[src/verilog/cpuPkg.sv]
package cpuPkg;

	localparam int dataWidth = 16;
	localparam int regCount = 16;
	localparam int regIdxWidth = $clog2(regCount);
	localparam int memDepth = 256;
	localparam int memIdxWidth = $clog2(memDepth);

	typedef enum logic [3:0] {
		OP_ADD = 4'h0,
		OP_SUB = 4'h1,
		OP_AND = 4'h2,
		OP_OR  = 4'h3,
		OP_XOR = 4'h4,
		OP_SHL = 4'h5,
		OP_SHR = 4'h6,
		OP_MOV = 4'h7,
		OP_LDI = 4'h8,
		OP_LD  = 4'h9,
		OP_ST  = 4'hA,
		OP_STA = 4'hB,
		OP_JMP = 4'hC,
		OP_JZ  = 4'hD,
		OP_JC  = 4'hE,
		OP_JR  = 4'hF
	} opcodeT;

	// Register form, low nibble unused
	typedef struct packed {
		opcodeT opcode;
		logic [regIdxWidth-1:0] dst;
		logic [regIdxWidth-1:0] src;
		logic [3:0] unused;
	} regFormT;

	typedef struct packed {
		opcodeT opcode;
		logic [regIdxWidth-1:0] dst;
		logic [7:0] imm8;
	} immFormT;

	typedef union packed {
		regFormT r;
		immFormT i;
	} instrT;

	typedef enum logic [1:0] {
		PC_INC = 2'd0,
		PC_ABS = 2'd1,
		PC_REG = 2'd2
	} nextPcSelT;

	typedef enum logic [1:0] {
		FETCH = 2'd0,
		EXEC  = 2'd1,
		WBACK = 2'd2
	} stateT;

endpackage

[src/verilog/memBusIf.sv]
interface memBusIf;
	import cpuPkg::*;

	logic [dataWidth-1:0] addr;
	logic we;
	logic [dataWidth-1:0] wdata;
	// Combinational read of the addressed word
	logic [dataWidth-1:0] rdata;

	modport master(output addr, we, wdata, input rdata);
	modport slave(input addr, we, wdata, output rdata);

endinterface

[src/verilog/programMemory.sv]
module programMemory(
	input logic clk,
	memBusIf.slave core,
	input logic loadEn,
	input logic [cpuPkg::memIdxWidth-1:0] loadAddr,
	input logic [cpuPkg::dataWidth-1:0] loadData
);
	import cpuPkg::*;

	logic [dataWidth-1:0] mem [memDepth];
	logic [memIdxWidth-1:0] coreIdx;

	// Upper address bits are ignored
	assign coreIdx = core.addr[memIdxWidth-1:0];

	always_ff @(posedge clk) begin
		if (loadEn)
			mem[loadAddr] <= loadData;
		else if (core.we)
			mem[coreIdx] <= core.wdata;
	end

	assign core.rdata = mem[coreIdx];

	loadExclusive: assert property (@(posedge clk) !(loadEn && core.we));

endmodule

[src/flat_wrapper.sv]
// flat-port wrapper written by rule: the top's interface ports become plain ports
module programMemory_flat import cpuPkg::*;
  (clk, loadEn, loadAddr, loadData, core_addr, core_we, core_wdata, core_rdata);
  memBusIf core_i ();
  input logic clk;
  input logic loadEn;
  input logic [cpuPkg::memIdxWidth-1:0] loadAddr;
  input logic [cpuPkg::dataWidth-1:0] loadData;
  input wire logic [$bits(core_i.addr)-1:0] core_addr;
  input wire logic [$bits(core_i.we)-1:0] core_we;
  input wire logic [$bits(core_i.wdata)-1:0] core_wdata;
  output wire logic [$bits(core_i.rdata)-1:0] core_rdata;
  assign core_i.addr = core_addr;
  assign core_i.we = core_we;
  assign core_i.wdata = core_wdata;
  assign core_rdata = core_i.rdata;
  programMemory u_core (.clk(clk), .core(core_i), .loadEn(loadEn), .loadAddr(loadAddr), .loadData(loadData));
endmodule
[config.mk]
export PLATFORM = sky130hd
export DESIGN_NAME = programMemory_flat
export DESIGN_NICKNAME = d
export VERILOG_FILES = /design/src/verilog/cpuPkg.sv /design/src/verilog/memBusIf.sv /design/src/verilog/programMemory.sv /design/src/flat_wrapper.sv
export SDC_FILE = /design/constraint.sdc
export NUM_CORES = 2
export LEC_CHECK = 0
export BUFFER_PORTS_ARGS = -buffer_cell sky130_fd_sc_hd__buf_2
export CORE_ASPECT_RATIO = 1.25
export CORE_MARGIN = 1
export CORE_UTILIZATION = 25
export CTS_BUF_LIST = sky130_fd_sc_hd__clkbuf_4 sky130_fd_sc_hd__clkbuf_8
export DETAILED_ROUTE_END_ITERATION = 7
export GPL_ROUTABILITY_DRIVEN = 1
export GPL_TIMING_DRIVEN = 0
export PLACE_DENSITY_LB_ADDON = 0.12
export SKIP_LAST_GASP = 1
export SLEW_MARGIN = 40
export SYNTH_ARGS = -nofsm -noshare
export SYNTH_HDL_FRONTEND = slang
export SYNTH_SLANG_ARGS = --single-unit
[constraint.sdc]
create_clock -name clk -period 13.1 [get_ports clk]
set_clock_uncertainty 0.05 [all_clocks]
set_input_delay 0.655 -clock clk [delete_from_list [all_inputs] [get_ports clk]]
set_output_delay 0.655 -clock clk [all_outputs]
set_load 0.05 [all_outputs]
==> impl_metrics.csv <==
group,metric,value,unit
sta,tightest_slew,1126,ps
min_path,min_to,"u_core.mem[19][7]$_DFFE_PP_",
min_path,worstHoldPathType,"input port to register",
layout,top_register,"u_core.mem",
min_path,holdCritStartpoint,"core_wdata[7]",
min_path,hold_depth,4,
layout,finalInstanceArea,0.1973,mm2
layout,final_util,31.05,%
setup_path,crit_arrival,7070,ps
detailed_routing,drtPass1Iterations,8,
setup_path,path_cells,"buf_6, buf_2, buf_2, buf_2, buf_2, mux4_2, nor4_1, a2111oi_2, o2111ai_1, nor4_2, o21a_1, buf_2",
synth,synth_top_area_cell,"edfxtp_1",
sta,slew_violations,0,
power,power.density,143.3,mW/mm2
detailed_routing,vias_per_cell,5.140,
global_route,grt.total_usage,23.91,%
layout,nets,8714,
setup_path,cp_common_cell,"buf_2",
detailed_routing,wirelength,785200,um
die,coreArea,0.6354,mm2
global_route,antenna_found_initial,104,
setup_path,cp-end-kind,"primary output",
clock_network,cts_sinks,4096,
layout,largest_reg_flops,4096,
clock_network,numCtsBuffers,675,
clock_network,clockBufferDepth,4,
sta,hold_violations,0,
die,die_y,895.8,um
sta,fin_crit_sh,59.32,%
synth,netlist.area_leader.share,76.99,%
synth,syn_area,0.1598,mm2
synth,ys_async_sr_fraction,0,%
synth,synth_edf_count,4096,
synth,synth_compound_area_share,3.128,%
die,dieArea,0.6423,mm2
layout,fillers,60990,
sta,relSlewSlack,24.92,%
layout,final_cell_count_no_fill,17670,
setup_path,worstPathMaxFanout,10,
sta,rsz0062_at_grt,"false",
setup_path,cp_slowest_cell,"nor4_2",
setup_path,required,12400,ps
global_route,grtUsageMet3,4.751,%
placement,dp_hpwl,571000,um
setup_path,cpPeakStageDelay,910,ps
clock_network,clkTransAtPathRegs,60,ps
synth,synth_flop_cell,"edfxtp_1",
detailed_routing,vias,90820,
synth,synth_cell_types,72,
sta,finalSetupViolCount,0,
synth,ys_warn_count,0,
placement,place_congestion,0.9857,
synth,synth_top_family_by_area,"multiplexers",
global_route,overflow,0,
clock_network,cts_root_buf,"clkbuf_8",
layout,layout_commonest_cell,"edfxtp_1",
detailed_routing,wire_per_inst,44.44,um
sta,fmax,128.7,MHz
synth,syn_area_per_cell,21.59,um2
outcome,failed_checks,"DRC",
run,maxCapViolCount,0,
placement,placement.cell_area,0.1838,mm2
clock_network,cts_tree,"yes",
setup_path,crit_type,"input port to primary output",
synth,yosys-top-cells-area,"edfxtp_1 (77%), mux4_2 (12%), mux2i_1 (3.5%)",
detailed_routing,drt_iter0_drc,11610,
die,pin_count,75,
die,std_cell_rows,327,
layout,multi_input_area,0.03607,mm2
clock_network,cts_setup_buffers,0,
detailed_routing,drcViolationCount,1,
setup_path,cp-start-kind,"input port",
power,ir_drop,0.1021,mV
global_route,first_global_vias,90290,
power,p_leak,60.93,nW
synth,synth-adder-area-share,0,%
clock_network,ctsHtreeMaxLevel,6,
layout,regArea,0.1230,mm2
placement,numPortBuffers,62,
synth,ys_ff_latch,4096,
detailed_routing,final_antenna_net_count,0,
synth,synthSimpleGateAreaFrac,2.082,%
die,fp.dieW,717.0,um
layout,final_cell_mix,"edfxtp_1 (4096), mux4_2 (816), clkbuf_8 (696)",
outcome,run_status,"finished, violations left",
global_route,grt.busiest_layer,"met2",
clock_network,cts_resized,0,
setup_path,cp-startpoint,"core_addr[1]",
layout,reg.largest.list,"u_core.mem (4096)",
synth,yosys.area_share.xor_xnor,0,%
clock_network,holdBufCountCts,41,
synth,synth_cells,7401,
synth,synth_nets,7460,
placement,dp_cells,16330,
die,start_util,25.14,%
global_route,met2_usage,39.90,%
sta,min_period,7771,ps
global_route,grt_use_met1,28.19,%
layout,final_layout_size_suffix_gt1_share,34.90,%
global_route,grt_max_degree,58,
synth,synthMuxAreaShare,15.69,%
synth,synth-seq-area-share,76.99,%
layout,syn_to_final_growth,23.50,%
sta,tns,0,ps
global_route,grt_pass1_wl,985800,um
-- metal layers --
layer	part of all wire (%)	wire length (um)
met5	0.012	92
met2	48	378800
met1	37	291700
met3	6.9	54330
met4	7.7	60270
-- where the power goes --
group,internal [mW],switching [mW]
logic,0.677,1.84
clock network,5.69,5.47
registers,14.6,0.0101
total,20.9,7.33
-- worst max-delay path by stage --
stage                                  end
2_1_floorplan  u_core.mem[0][10]$_DFFE_PP_
3_3_place_gp                core_rdata[10]
3_5_place_dp                 core_rdata[1]
4_1_cts                      core_rdata[1]
5_1_grt                      core_rdata[1]
6_report                     core_rdata[1]
-- kinds of logic (layout without fill, tap and decap cells) --
kind of cell | after synthesis | count (layout)
buf+inv | 449 | 2201
compound gates | 701 | 701
mux | 1422 | 1422
flops | 4096 | 4096
simple gates | 733 | 733
other cells | 0 | 127
-- final cells by class --
type | instances | area share (%)
Multi-Input combinational cell | 2856 | 18.28
Tap cell | 8389 | 5.320
Sequential cell | 4096 | 62.34
Inverter | 3 | 0.008244
Clock buffer | 904 | 5.637
Buffer | 446 | 1.876
Antenna cell | 127 | 0.1611
Timing Repair Buffer | 577 | 5.559
Clock inverter | 271 | 0.8218
-- worst max-delay path, delay by kind of cell --
family	cells	cell delay, ps
buffers and inverters	6	2850
multiplexers	1	470
AND/OR/NAND/NOR	2	990
AO/OA/AOI/OAI	3	1900
-- per-stage QoR --
step | setup slack [ps] | power, mW | hold WS [ps]
detailed placement | 5585 | 17.34 | 1030
finish | 5329 | 28.28 | 41.71
global route | 5722 | 28.93 | -9.915
global placement | 486.8 | 17.33 | 1828
floorplan | 7494 | 15.92 | 1233
CTS | 5569 | 28.45 | 34.34
-- cells in the mapped netlist, types with 3 or more instances --
cell type,count
o22ai_2,3
o22ai_1,129
mux4_1,37
mux4_2,816
clkbuf_1,127
a22o_1,18
edfxtp_1,4096
mux2_2,18
nor2_1,296
a311oi_1,4
nand3_1,41
o21ai_0,80
mux2i_1,551
o221ai_1,195
a22oi_1,17
buf_6,63
or4_1,22
buf_4,40
a2111oi_0,19
buf_1,27
o32ai_1,8
buf_12,31
nand3b_1,13
buf_8,32
o31ai_1,8
o2111ai_1,6
buf_2,118
a211oi_1,35
nor4_1,32
nand4_1,6
or3_1,12
clkbuf_8,3
nor2b_1,6
a21oi_1,127
or2_2,6
a221o_1,8
nand2b_1,16
nor3_1,103
nand2_1,164
a221oi_1,20
a211o_1,3
Note: power is estimated with default switching activity, not from simulation.
