### config.mk
export PLATFORM = sky130hd
export DESIGN_NAME = processor_flat
export DESIGN_NICKNAME = d
export VERILOG_FILES = /design/src/verilog/cpuPkg.sv /design/src/verilog/memBusIf.sv /design/src/verilog/decodeIf.sv /design/src/verilog/regFile.sv /design/src/verilog/alu.sv /design/src/verilog/decoder.sv /design/src/verilog/processor.sv /design/src/flat_wrapper.sv
export SDC_FILE = /design/constraint.sdc
export NUM_CORES = 1
export LEC_CHECK = 0
export ABC_AREA = 1
export BUFFER_PORTS_ARGS = -buffer_cell sky130_fd_sc_hd__clkbuf_2
export CAP_MARGIN = 5
export CORE_MARGIN = 2
export CORE_UTILIZATION = 45
export DETAILED_ROUTE_END_ITERATION = 12
export PLACE_DENSITY = 0.61
export SETUP_SLACK_MARGIN = 0.1
export SLEW_MARGIN = 10
export SYNTH_ARGS = -nofsm -noshare
export SYNTH_HDL_FRONTEND = slang
export SYNTH_SLANG_ARGS = --single-unit
### constraint.sdc
create_clock -name clk -period 11.58 [get_ports clk]
set_input_delay 2.316 -clock clk [delete_from_list [all_inputs] [get_ports clk]]
set_output_delay 2.316 -clock clk [all_outputs]
set_load 0.02 [all_outputs]
### src/verilog/cpuPkg.sv
package cpuPkg;

	localparam int dataWidth = 16;
	localparam int regCount = 16;
	localparam int regIdxWidth = $clog2(regCount);
	localparam int memDepth = 256;
	localparam int memIdxWidth = $clog2(memDepth);

	typedef enum logic [3:0] {
		OP_ADD = 4'h0,
		OP_SUB = 4'h1,
		OP_AND = 4'h2,
		OP_OR  = 4'h3,
		OP_XOR = 4'h4,
		OP_SHL = 4'h5,
		OP_SHR = 4'h6,
		OP_MOV = 4'h7,
		OP_LDI = 4'h8,
		OP_LD  = 4'h9,
		OP_ST  = 4'hA,
		OP_STA = 4'hB,
		OP_JMP = 4'hC,
		OP_JZ  = 4'hD,
		OP_JC  = 4'hE,
		OP_JR  = 4'hF
	} opcodeT;

	// Register form, low nibble unused
	typedef struct packed {
		opcodeT opcode;
		logic [regIdxWidth-1:0] dst;
		logic [regIdxWidth-1:0] src;
		logic [3:0] unused;
	} regFormT;

	typedef struct packed {
		opcodeT opcode;
		logic [regIdxWidth-1:0] dst;
		logic [7:0] imm8;
	} immFormT;

	typedef union packed {
		regFormT r;
		immFormT i;
	} instrT;

	typedef enum logic [1:0] {
		PC_INC = 2'd0,
		PC_ABS = 2'd1,
		PC_REG = 2'd2
	} nextPcSelT;

	typedef enum logic [1:0] {
		FETCH = 2'd0,
		EXEC  = 2'd1,
		WBACK = 2'd2
	} stateT;

endpackage

### src/verilog/memBusIf.sv
interface memBusIf;
	import cpuPkg::*;

	logic [dataWidth-1:0] addr;
	logic we;
	logic [dataWidth-1:0] wdata;
	// Combinational read of the addressed word
	logic [dataWidth-1:0] rdata;

	modport master(output addr, we, wdata, input rdata);
	modport slave(input addr, we, wdata, output rdata);

endinterface

### src/verilog/decodeIf.sv
interface decodeIf;
	import cpuPkg::*;

	opcodeT opcode;
	logic [regIdxWidth-1:0] regDst;
	logic [regIdxWidth-1:0] regSrc;
	logic regFileWe;
	logic memWe;
	logic immMode;
	logic indMode;
	logic addrSelDst;
	logic addrSelSrc;
	nextPcSelT nextPcSel;
	logic [dataWidth-1:0] instrData;

	modport source(output opcode, regDst, regSrc, regFileWe, memWe, immMode, indMode,
		addrSelDst, addrSelSrc, nextPcSel, instrData);
	modport sink(input opcode, regDst, regSrc, regFileWe, memWe, immMode, indMode,
		addrSelDst, addrSelSrc, nextPcSel, instrData);

endinterface

### src/verilog/regFile.sv
module regFile(
	input logic clk,
	input logic rst,
	input logic we,
	input logic [cpuPkg::regIdxWidth-1:0] regDst,
	input logic [cpuPkg::regIdxWidth-1:0] regSrc,
	input logic [cpuPkg::dataWidth-1:0] wrData,
	output logic [cpuPkg::dataWidth-1:0] dstData,
	output logic [cpuPkg::dataWidth-1:0] srcData
);
	import cpuPkg::*;

	logic [dataWidth-1:0] regs [regCount];

	always_ff @(posedge clk, posedge rst) begin
		if (rst) begin
			for (int i = 0; i < regCount; i++) begin
				regs[i] <= '0;
			end
		end else if (we) begin
			regs[regDst] <= wrData;
		end
	end

	assign dstData = regs[regDst];
	assign srcData = regs[regSrc];

endmodule

### src/verilog/alu.sv
module alu(
	input logic clk,
	input logic rst,
	input logic update,
	input cpuPkg::opcodeT op,
	input logic [cpuPkg::dataWidth-1:0] in1,
	input logic [cpuPkg::dataWidth-1:0] in2,
	output logic [cpuPkg::dataWidth-1:0] result,
	output logic cFlag,
	output logic zFlag
);
	import cpuPkg::*;

	// Top bit holds carry, borrow or the shifted-out bit
	logic [dataWidth:0] wide;

	always_comb begin
		case (op)
			OP_ADD: wide = {1'b0, in1} + {1'b0, in2};
			OP_SUB: wide = {1'b0, in1} - {1'b0, in2};
			OP_AND: wide = {1'b0, in1 & in2};
			OP_OR:  wide = {1'b0, in1 | in2};
			OP_XOR: wide = {1'b0, in1 ^ in2};
			OP_SHL: wide = {in1, 1'b0};
			OP_SHR: wide = {in1[0], 1'b0, in1[dataWidth-1:1]};
			OP_MOV: wide = {1'b0, in2};
			default: wide = {1'b0, in1};
		endcase
	end

	assign result = wide[dataWidth-1:0];

	always_ff @(posedge clk, posedge rst) begin
		if (rst) begin
			cFlag <= 1'b0;
			zFlag <= 1'b0;
		end else if (update) begin
			cFlag <= wide[dataWidth];
			zFlag <= (wide[dataWidth-1:0] == '0);
		end
	end

	flagsHold: assert property (@(posedge clk) disable iff (rst)
		!update |=> $stable({cFlag, zFlag}));

endmodule

### src/verilog/decoder.sv
module decoder(
	input cpuPkg::instrT instr,
	input logic cFlag,
	input logic zFlag,
	decodeIf.source ctl
);
	import cpuPkg::*;

	opcodeT op;
	logic immForm;

	assign op = instr.r.opcode;
	assign immForm = op inside {OP_LDI, OP_STA, OP_JMP, OP_JZ, OP_JC};

	assign ctl.opcode = op;
	assign ctl.regDst = instr.r.dst;
	// STA keeps its source register in the dst field
	assign ctl.regSrc = (op == OP_STA) ? instr.i.dst : instr.r.src;
	assign ctl.instrData = immForm ? {{(dataWidth - 8){1'b0}}, instr.i.imm8} : '0;

	always_comb begin
		ctl.regFileWe = 1'b0;
		ctl.memWe = 1'b0;
		ctl.immMode = 1'b0;
		ctl.indMode = 1'b0;
		ctl.addrSelDst = 1'b0;
		ctl.addrSelSrc = 1'b0;
		ctl.nextPcSel = PC_INC;
		case (op)
			OP_LDI: begin
				ctl.regFileWe = 1'b1;
				ctl.immMode = 1'b1;
			end
			OP_LD: begin
				ctl.regFileWe = 1'b1;
				ctl.indMode = 1'b1;
				ctl.addrSelSrc = 1'b1;
			end
			OP_ST: begin
				ctl.memWe = 1'b1;
				ctl.addrSelDst = 1'b1;
			end
			OP_STA: ctl.memWe = 1'b1;
			OP_JMP: ctl.nextPcSel = PC_ABS;
			OP_JZ: ctl.nextPcSel = zFlag ? PC_ABS : PC_INC;
			OP_JC: ctl.nextPcSel = cFlag ? PC_ABS : PC_INC;
			OP_JR: ctl.nextPcSel = PC_REG;
			// ALU group
			default: ctl.regFileWe = 1'b1;
		endcase
	end

endmodule

### src/verilog/processor.sv
module processor(
	input logic clk,
	input logic rst,
	memBusIf.master mem
);
	import cpuPkg::*;

	decodeIf ctl();

	stateT state;
	instrT instr;
	logic [dataWidth-1:0] pc;
	logic [dataWidth-1:0] busAddr;
	logic [dataWidth-1:0] nextPc;
	logic [dataWidth-1:0] memAddr;
	logic [dataWidth-1:0] dataOut;
	logic [dataWidth-1:0] wrData;
	logic [dataWidth-1:0] dstData;
	logic [dataWidth-1:0] srcData;
	logic [dataWidth-1:0] aluResult;
	logic memWeReg;
	logic inExec;
	logic aluUpdate;
	logic cFlag;
	logic zFlag;

	assign inExec = (state == EXEC);
	assign aluUpdate = inExec &&
		(ctl.opcode inside {OP_ADD, OP_SUB, OP_AND, OP_OR, OP_XOR, OP_SHL, OP_SHR});

	regFile regs(.clk(clk), .rst(rst), .we(inExec && ctl.regFileWe), .regDst(ctl.regDst),
		.regSrc(ctl.regSrc), .wrData(wrData), .dstData(dstData), .srcData(srcData));

	alu aluUnit(.clk(clk), .rst(rst), .update(aluUpdate), .op(ctl.opcode), .in1(dstData),
		.in2(srcData), .result(aluResult), .cFlag(cFlag), .zFlag(zFlag));

	decoder dec(.instr(instr), .cFlag(cFlag), .zFlag(zFlag), .ctl(ctl));

	always_comb begin
		case (ctl.nextPcSel)
			PC_ABS: nextPc = ctl.instrData;
			PC_REG: nextPc = srcData;
			default: nextPc = pc + 1'b1;
		endcase
	end

	assign memAddr = ctl.addrSelDst ? dstData : (ctl.addrSelSrc ? srcData : ctl.instrData);
	assign wrData = ctl.immMode ? ctl.instrData : (ctl.indMode ? mem.rdata : aluResult);

	// LD reads its operand during EXEC
	assign mem.addr = (inExec && ctl.indMode) ? memAddr : busAddr;
	assign mem.we = memWeReg;
	assign mem.wdata = dataOut;

	always_ff @(posedge clk, posedge rst) begin
		if (rst) begin
			state <= FETCH;
			pc <= '0;
			busAddr <= '0;
			memWeReg <= 1'b0;
		end else begin
			case (state)
				FETCH: state <= EXEC;
				EXEC: begin
					pc <= nextPc;
					if (ctl.memWe) begin
						busAddr <= memAddr;
						memWeReg <= 1'b1;
						state <= WBACK;
					end else begin
						busAddr <= nextPc;
						state <= FETCH;
					end
				end
				default: begin
					busAddr <= pc;
					memWeReg <= 1'b0;
					state <= FETCH;
				end
			endcase
		end
	end

	always_ff @(posedge clk) begin
		if (state == FETCH)
			instr <= mem.rdata;
		if (inExec && ctl.memWe)
			dataOut <= srcData;
	end

	stateLegal: assert property (@(posedge clk) disable iff (rst)
		state inside {FETCH, EXEC, WBACK});
	weInWback: assert property (@(posedge clk) disable iff (rst)
		mem.we |-> state == WBACK && $past(state) == EXEC);

endmodule

### src/flat_wrapper.sv
// flat-port wrapper written by rule: the top's interface ports become plain ports
module processor_flat import cpuPkg::*;
  (clk, rst, mem_addr, mem_we, mem_wdata, mem_rdata);
  memBusIf mem_i ();
  input logic clk;
  input logic rst;
  output wire logic [$bits(mem_i.addr)-1:0] mem_addr;
  output wire logic [$bits(mem_i.we)-1:0] mem_we;
  output wire logic [$bits(mem_i.wdata)-1:0] mem_wdata;
  input wire logic [$bits(mem_i.rdata)-1:0] mem_rdata;
  assign mem_addr = mem_i.addr;
  assign mem_we = mem_i.we;
  assign mem_wdata = mem_i.wdata;
  assign mem_i.rdata = mem_rdata;
  processor u_core (.clk(clk), .rst(rst), .mem(mem_i));
endmodule
==> summary.txt, run 1 <==
Pwr
  • Total power: 8.24 mW
  • Largest voltage drop on the vdd net: about 0.19 mV
  • Leakage power summed over all cells: between 10 and 15 nW
  • Power per unit of standard cell area: 368 nW/um^2

Timing
  • Worst slew margin relative to its limit: about a quarter
  • Number of endpoints with negative hold slack in the final report: 0
  • Total setup violations reported at the end of the flow: 0
  • Fmax: 0.128 GHz
  • Fin crit period: around 8 ns
  • Part of the cycle the worst path needs: around 67%
  • Aggregate negative setup slack: 0 ns
  • Max Clock Skew: 0.0301 ns
  • Worst Max-Slew Pin Slew: 1.13 ns
  • Hold slack: ~0.48 ns
  • Max Transition Viols Final: 0
  • RSZ-0062 raised after global routing: false

Yosys
  • Top FF cell, synth: dfrtp_1
  • Sequential area share after synthesis: 40.4%
  • Library cells used by synthesis: 55
  • Count of synthesis-stage warnings from yosys: 0
  • EDFF count, synth: 32
  • Post-synthesis instance area: ~20,000 sq um
  • Number of standard cells after synthesis: 2,838
  • Syn Area/Cell: 7.23 sq um
  • Post-synthesis async set-or-reset flop share: 90.2%
  • Syn_nets: slightly below 3k
  • Count of state elements after synthesis: 325

Global routing
  • Maximum number of pins on one net before global-route repair: 169
  • Global route total overflow: 0
  • First-pass GRT wire length: 117,000 microns
  • Busiest layer in global routing: met2
  • GR Layer Usage met2: 49.2%
  • Total routing usage reported by global routing: 32.2%
  • Via count of the first global-routing pass: 19.4k
  • GRT met3 Usage: 5.75%
  • GR met1 Demand/Resource: 44.7%
  • Antenna violations before repair: 3

Critical path
  • Type of element capturing the critical path: register
  • Most frequent cell on the critical path: nand2_1
  • Data required time at the worst endpoint: 12.05 ns
  • Cell with the largest stage delay on the worst path: buf_4
  • Cell depth of the worst setup path: 31
  • Worst Setup Path Type: reg2reg
  • Data arrival time at the worst-slack endpoint: 8.26 ns
  • Reg2reg setup slack: 3.79 ns
  • CP Buf/Inv Count: 4
  • Stage delay of the slowest cell on the critical path: about 0.66 ns
  • Cell type group with the largest total delay on the critical path: simple AND/OR/NAND/NOR gates
  • Worst reg2reg path depth: 31
  • Category of the worst setup path launch point: register
  • Critical-path maximum fanout: 54

Flow run
  • Total of max-cap violations: 0

Final layout
  • Most common cell after layout, fill and taps aside: nand2_1
  • Area overhead of the layout relative to synthesis: 9.02%
  • Fraction of layout instances using a drive strength above 1: 8.41%
  • Count of filler cells inserted in the layout: about 4.6k
  • Total area of sequential cells: 8290 sq um
  • Total number of nets in the final design: 2,895
  • Utilization of the core after routing: 49.5%
  • Final std cells w/o fill: 3,455
  • Commonest cells after routing, fill and taps aside: nand2_1 (791), inv_1 (351), o21ai_0 (315), nand3_1 (293), dfrtp_1 (293)
  • Area of the multi-input gates: about 10,000 sq um

Floorplan
  • Floorplan row count: between 70 and 80
  • Overall die width: 218 microns
  • Y dimension of the die: 218 microns
  • Count of pins on the block boundary: 51
  • Core area: 45,200 sq um
  • Initial standard-cell utilization of the core: 45.4%
  • Die footprint: 47,300 sq um

Detailed routing
  • Count of unresolved DRC violations after routing: 0
  • Remaining number of nets flagged by the antenna check after routing: 0
  • Wire length reported by the detailed router: around 76,000 microns
  • Number of DRC violations after detailed-routing iteration 0: 2,345
  • Initial DRT Pass Iterations: 8
  • Per-cell via count in the routed design: between 5 and 6
  • Routed WL per cell: 21.9 microns
  • Total via count after detailed routing: between 20k and 25k

Placed design
  • DP HPWL: 50,000 microns
  • Placer Congestion: 0.959
  • Number of port buffers: 50
  • Dpl cells: 3,382

Clock network
  • Number of buffers added to fix hold violations after cts: 0
  • Post-CTS clock slew at the launch and capture registers of the worst setup and hold paths: 0.06 ns
  • Buffer levels on the longest clock path: 3
  • Clock latency at the later pin of the worst-skew pair: 0.59 ns
  • Sink count of the clock tree: about 330
  • Cts bufs inserted: 39
  • Setup fix buffers added after clock tree synthesis: 0
  • Clock tree from TritonCTS: yes
  • Root Buffer Master: clkbuf_16
  • Post-cts sizing count: 0
  • Number of levels in the clock H-tree: 2

Min path
  • Count of cells along the worst hold path: 2
  • Min-Delay Path Class: reg2reg

Status
  • Run status: finished clean
-- metal layers --
metal,part of all wire (%),vias up
li1,-,9374
met1,43,9681
met2,44,988
met3,8.4,205
met4,4.2,0
met5,0,-
-- state kept, by name, indices dropped and copies added (netlist names) --
name and cells:
u_core.mem.wdata 16, u_core.aluUnit.zFlag 1, u_core.aluUnit.cFlag 1, u_core.busAddr 16, u_core.regs.regs 256, u_core.mem.we 1
u_core.pc 16, u_core.state 2, u_core.instr 16
-- worst reg2reg max path, delay by kind of cell (launching register included) --
family	cells	cell delay, ns
AO/OA/AOI/OAI	6	1.54
XOR/XNOR	1	0.32
adder cells (fa/ha/maj)	2	0.66
buffers and inverters	4	1.50
flip-flops	1	0.35
AND/OR/NAND/NOR	18	3.33
-- synth_stat cells (4+ instances only) --
cell type / n / area [sq um]
ha_1: 53 / 663
o221ai_1: 6 / 52.6
o21ai_1: 83 / 415
dfrtp_1: 293 / 7330
a21oi_1: 44 / 220
edfxtp_1: 32 / 961
o22ai_1: 137 / 857
inv_1: 352 / 1320
nand3_1: 293 / 1470
o211ai_2: 9 / 113
nand2_2: 19 / 119
o21ai_2: 4 / 35.0
nand4_1: 12 / 75.1
o2111ai_1: 5 / 43.8
clkbuf_1: 64 / 240
nand2_1: 793 / 2980
buf_1: 6 / 22.5
nor3_1: 4 / 20.0
inv_2: 8 / 30.0
a22oi_1: 8 / 60.1
xor2_1: 13 / 114
mux2_2: 15 / 169
buf_6: 17 / 191
o211ai_1: 19 / 143
buf_4: 20 / 150
o21ai_0: 315 / 1580
nor2_1: 111 / 417
buf_2: 45 / 225
a211oi_1: 12 / 90.1
-- where the power goes --
part           switching, mW  leakage [nW]  internal, mW  total (mW)
sequential             0.331          3.76          1.73        2.06
clock                  0.532         0.635         0.720        1.25
combinational           3.50          6.74          1.43        4.93
total                   4.36          11.1          3.88        8.24
-- kinds of logic after synthesis --
group / Yosys count / share of synthesized area, %
AND/OR/NAND/NOR: 1246 / 25.3
buffers and inverters: 518 / 10.8
XOR/XNOR: 16 / 0.683
adder cells (fa/ha/maj): 54 / 3.33
flip-flops: 325 / 40.4
multiplexers: 15 / 0.823
AO/OA/AOI/OAI: 664 / 18.7
-- final cells by class --
cell class | count | area share, %
Clock buffer | 56 | 4.96
Multi-Input combinational cell | 1995 | 44.9
Clock inverter | 15 | 0.794
Antenna cell | 2 | 0.0224
Sequential cell | 325 | 37.1
Timing Repair Buffer | 99 | 2.82
Inverter | 363 | 6.12
Tap cell | 600 | 3.36
-- per-stage QoR --
stage	setup slack (ns)	area [sq um]
6_report	3.79	22400
5_1_grt	3.50	22400
4_1_cts	4.14	22400
3_5_place_dp	4.18	21100
3_3_place_gp	4.20	21100
2_1_floorplan	1.17	20500
-- final timing paths --
check | start | end
setup / recovery | u_core.instr[15] | u_core.regs.regs[13]
hold / removal | u_core.regs.regs[11] | u_core.regs.regs[11]
setup reg to reg | u_core.instr[15] | u_core.regs.regs[13]
hold reg to reg | u_core.regs.regs[11] | u_core.regs.regs[11]
max in group asynchronous | rst | u_core.regs.regs[2]
min in group asynchronous | rst | u_core.regs.regs[241]
(Power assumes the default switching activity.)
==> run 2, diff against run 1 <==
clock period = 7.41 ns   (was 11.58 ns; I/O delays follow)
==> summary.txt, run 2 (synthesized netlist as in run 1, its figures left out) <==
Status
  • Run status: finished clean

Detailed routing
  • Wire length reported by the detailed router: 76,100 microns (+0.46%)
  • Count of unresolved DRC violations after routing: 0 (unchanged)
  • Routed WL per cell: 22.0 microns (+0.28%)
  • Initial DRT Pass Iterations: 6 (-2)
  • Remaining number of nets flagged by the antenna check after routing: 0 (unchanged)
  • Total via count after detailed routing: 20.5k (+1.1%)
  • Number of DRC violations after detailed-routing iteration 0: 2,278 (-2.9%)
  • Met2 WL post-DR: 34,100 microns (+2.3%)
  • Uppermost layer routed: met4
  • Wire length on met3: 6330 microns (-0.28%)
  • Metal-1 WL: 31,800 microns (-3.3%)
  • Per-cell via count in the routed design: 5.91 (+0.89%)

Placed design
  • Worst-case setup slack after placement: 1.36 ns (-2.82 ns)
  • DP HPWL: 50,800 microns (+1.5%)
  • Total placed instance area: 21,200 sq um (+0.43%)
  • Placer Congestion: 0.976 (+1.8%)
  • Number of port buffers: 50 (unchanged)

Clock network
  • Setup fix buffers added after clock tree synthesis: 0 (unchanged)
  • Cts bufs inserted: 39 (unchanged)
  • Number of buffers added to fix hold violations after cts: 0 (unchanged)
  • Buffer levels on the longest clock path: 3 (unchanged)
  • Number of levels in the clock H-tree: 2 (unchanged)
  • Post-cts sizing count: 0 (unchanged)
  • Clock latency at the later pin of the worst-skew pair: 0.57 ns (-0.02 ns)
  • Sink count of the clock tree: 325 (unchanged)
  • Root Buffer Master: clkbuf_16
  • Post-CTS clock slew at the launch and capture registers of the worst setup and hold paths: 0.06 ns (about the same)
  • Clock tree from TritonCTS: yes

Floorplan
  • Floorplan row count: 78 (unchanged)
  • Die footprint: 47,300 sq um (unchanged)
  • Count of pins on the block boundary: 51 (unchanged)
  • Initial standard-cell utilization of the core: 45.4% (unchanged)
  • Core area: 45,200 sq um (unchanged)
  • Overall die width: 218 microns (unchanged)
  • Y dimension of the die: 218 microns (unchanged)

Timing
  • Total setup violations reported at the end of the flow: 0 (unchanged)
  • Worst slew margin relative to its limit: 22.4% (-1.9 points)
  • Aggregate negative setup slack: 0 ns (unchanged)
  • Part of the cycle the worst path needs: 84.7% (+17 points)
  • Hold slack: 0.484 ns (-0.000164 ns)
  • Worst Max-Slew Pin Slew: 1.16 ns (+0.0288 ns)
  • Worst setup margin: 1.13 ns (-2.66 ns)
  • RSZ-0062 raised after global routing: false
  • Max Clock Skew: 0.0254 ns (-0.00469 ns)
  • Fmax: 0.159 GHz (+24%)
  • Number of endpoints with negative hold slack in the final report: 0 (unchanged)
  • Fin crit period: 6.28 ns (-1.51 ns)
  • Max Transition Viols Final: 0 (unchanged)

Flow run
  • Total of max-cap violations: 0 (unchanged)

Critical path
  • Critical-path maximum fanout: 51 (-5.6%)
  • Stage delay of the slowest cell on the critical path: 0.64 ns (-0.02 ns)
  • Category of the worst setup path launch point: register
  • Reg2reg setup slack: 1.13 ns (-2.66 ns)
  • Data arrival time at the worst-slack endpoint: 6.68 ns (-1.58 ns)
  • Worst Setup SP: u_core.instr[15]
  • Type of element capturing the critical path: register
  • Reg2reg start: u_core.instr[15]
  • Worst Setup Path Type: reg2reg
  • Data required time at the worst endpoint: 7.81 ns (-4.24 ns)
  • Cell with the largest stage delay on the worst path: a22oi_2
  • Most frequent cell on the critical path: nand2_1

Final layout
  • Total area of sequential cells: 8290 sq um (unchanged)
  • Flip-flop count of the largest register, all copies and words added: 256 (unchanged)
  • Most common cell after layout, fill and taps aside: nand2_1
  • Total number of nets in the final design: 2,904 (+0.31%)
  • Area overhead of the layout relative to synthesis: 9.46%
  • Area of the multi-input gates: 10,000 sq um (about the same)
  • Count of filler cells inserted in the layout: 4,495 (-1.7%)
  • Summed area of non-filler cells in the final layout: 22,500 sq um (+0.40%)
  • Fraction of layout instances using a drive strength above 1: 8.70% (+0.29 points)
  • Commonest cells after routing, fill and taps aside: nand2_1 (790), inv_1 (351), o21ai_0 (315), nand3_1 (293), dfrtp_1 (293)
  • Diodes inserted: 0 (-2)
  • Biggest register: u_core.regs.regs

Min path
  • Min-Delay Path Class: reg2reg
  • Hold Startpoint: u_core.regs.regs[218]

Global routing
  • Via count of the first global-routing pass: 19.2k (-0.78%)
  • Global route total overflow: 0 (unchanged)
  • Maximum number of pins on one net before global-route repair: 151 (-11%)
  • First-pass GRT wire length: 116,000 microns (-0.30%)
  • Antenna violations before repair: 0 (-3)
  • Total routing usage reported by global routing: 32.3% (+0.057 points)

Pwr
  • Leakage power summed over all cells: 11.2 nW (+0.51%)
  • Power per unit of standard cell area: 577 nW/um^2 (+57%)
  • Largest voltage drop on the vdd net: 0.226 mV (+22%)
  • Total power: 13.0 mW (+57%)
## run 2: cell count changes in the layout (fill, tap and decap cells not counted), sizes merged
cell and delta:
clkinvlp +1, buf +9, clkbuf -1, diode -2
bufinv +2, inv -3
## run 2: stage by stage
step / std cells / util [%]
3_5_place_dp: 3391 / 46.9
6_report: 3461 / 49.7
5_1_grt: 3461 / 49.7
2_1_floorplan: 2838 / -
3_3_place_gp: 3391 / 46.9
4_1_cts: 3461 / 49.7
## run 2: metal layers
metal / track usage, % / vias to the layer above
met2: 50.5 / 1047
met3: 4.95 / 245
met5: 0 / -
li1: - / 9376
met1: 43.7 / 9795
met4: 15.6 / 0
## run 2: worst paths after layout
kind / to / cells past startpoint
worst max-delay path: u_core.regs.regs[102] / 27
max in group asynchronous: u_core.pc[14] / 3
min in group asynchronous: u_core.regs.regs[145] / 2
worst min-delay path: u_core.regs.regs[218] / 2
worst min register to register: u_core.regs.regs[218] / 2
worst max register to register: u_core.regs.regs[102] / 27
## run 2: where the power goes
group | switching [mW] | internal, mW | leakage (nW) | total [mW]
logic | 5.51 | 2.26 | 6.79 | 7.77
clock network | 0.800 | 1.17 | 0.642 | 1.97
registers | 0.515 | 2.70 | 3.76 | 3.22
total | 6.82 | 6.14 | 11.2 | 13.0
## run 2: area by class of cell
cell class,count,area share (%)
sequential,325,36.9
clock inverter,15,0.863
inverter,363,6.08
multi-input combinational,1995,44.7
tap,600,3.34
timing repair buffer,108,3.22
clock buffer,55,4.88
## run 2: critical path, delay by kind of cell (launching register included)
kind | cells | cell delay (ns)
buf+inv | 4 | 0.93
flops | 1 | 0.41
compound gates | 7 | 1.76
simple gates | 14 | 2.48
fa+ha+maj | 1 | 0.31
xor+xnor | 1 | 0.19
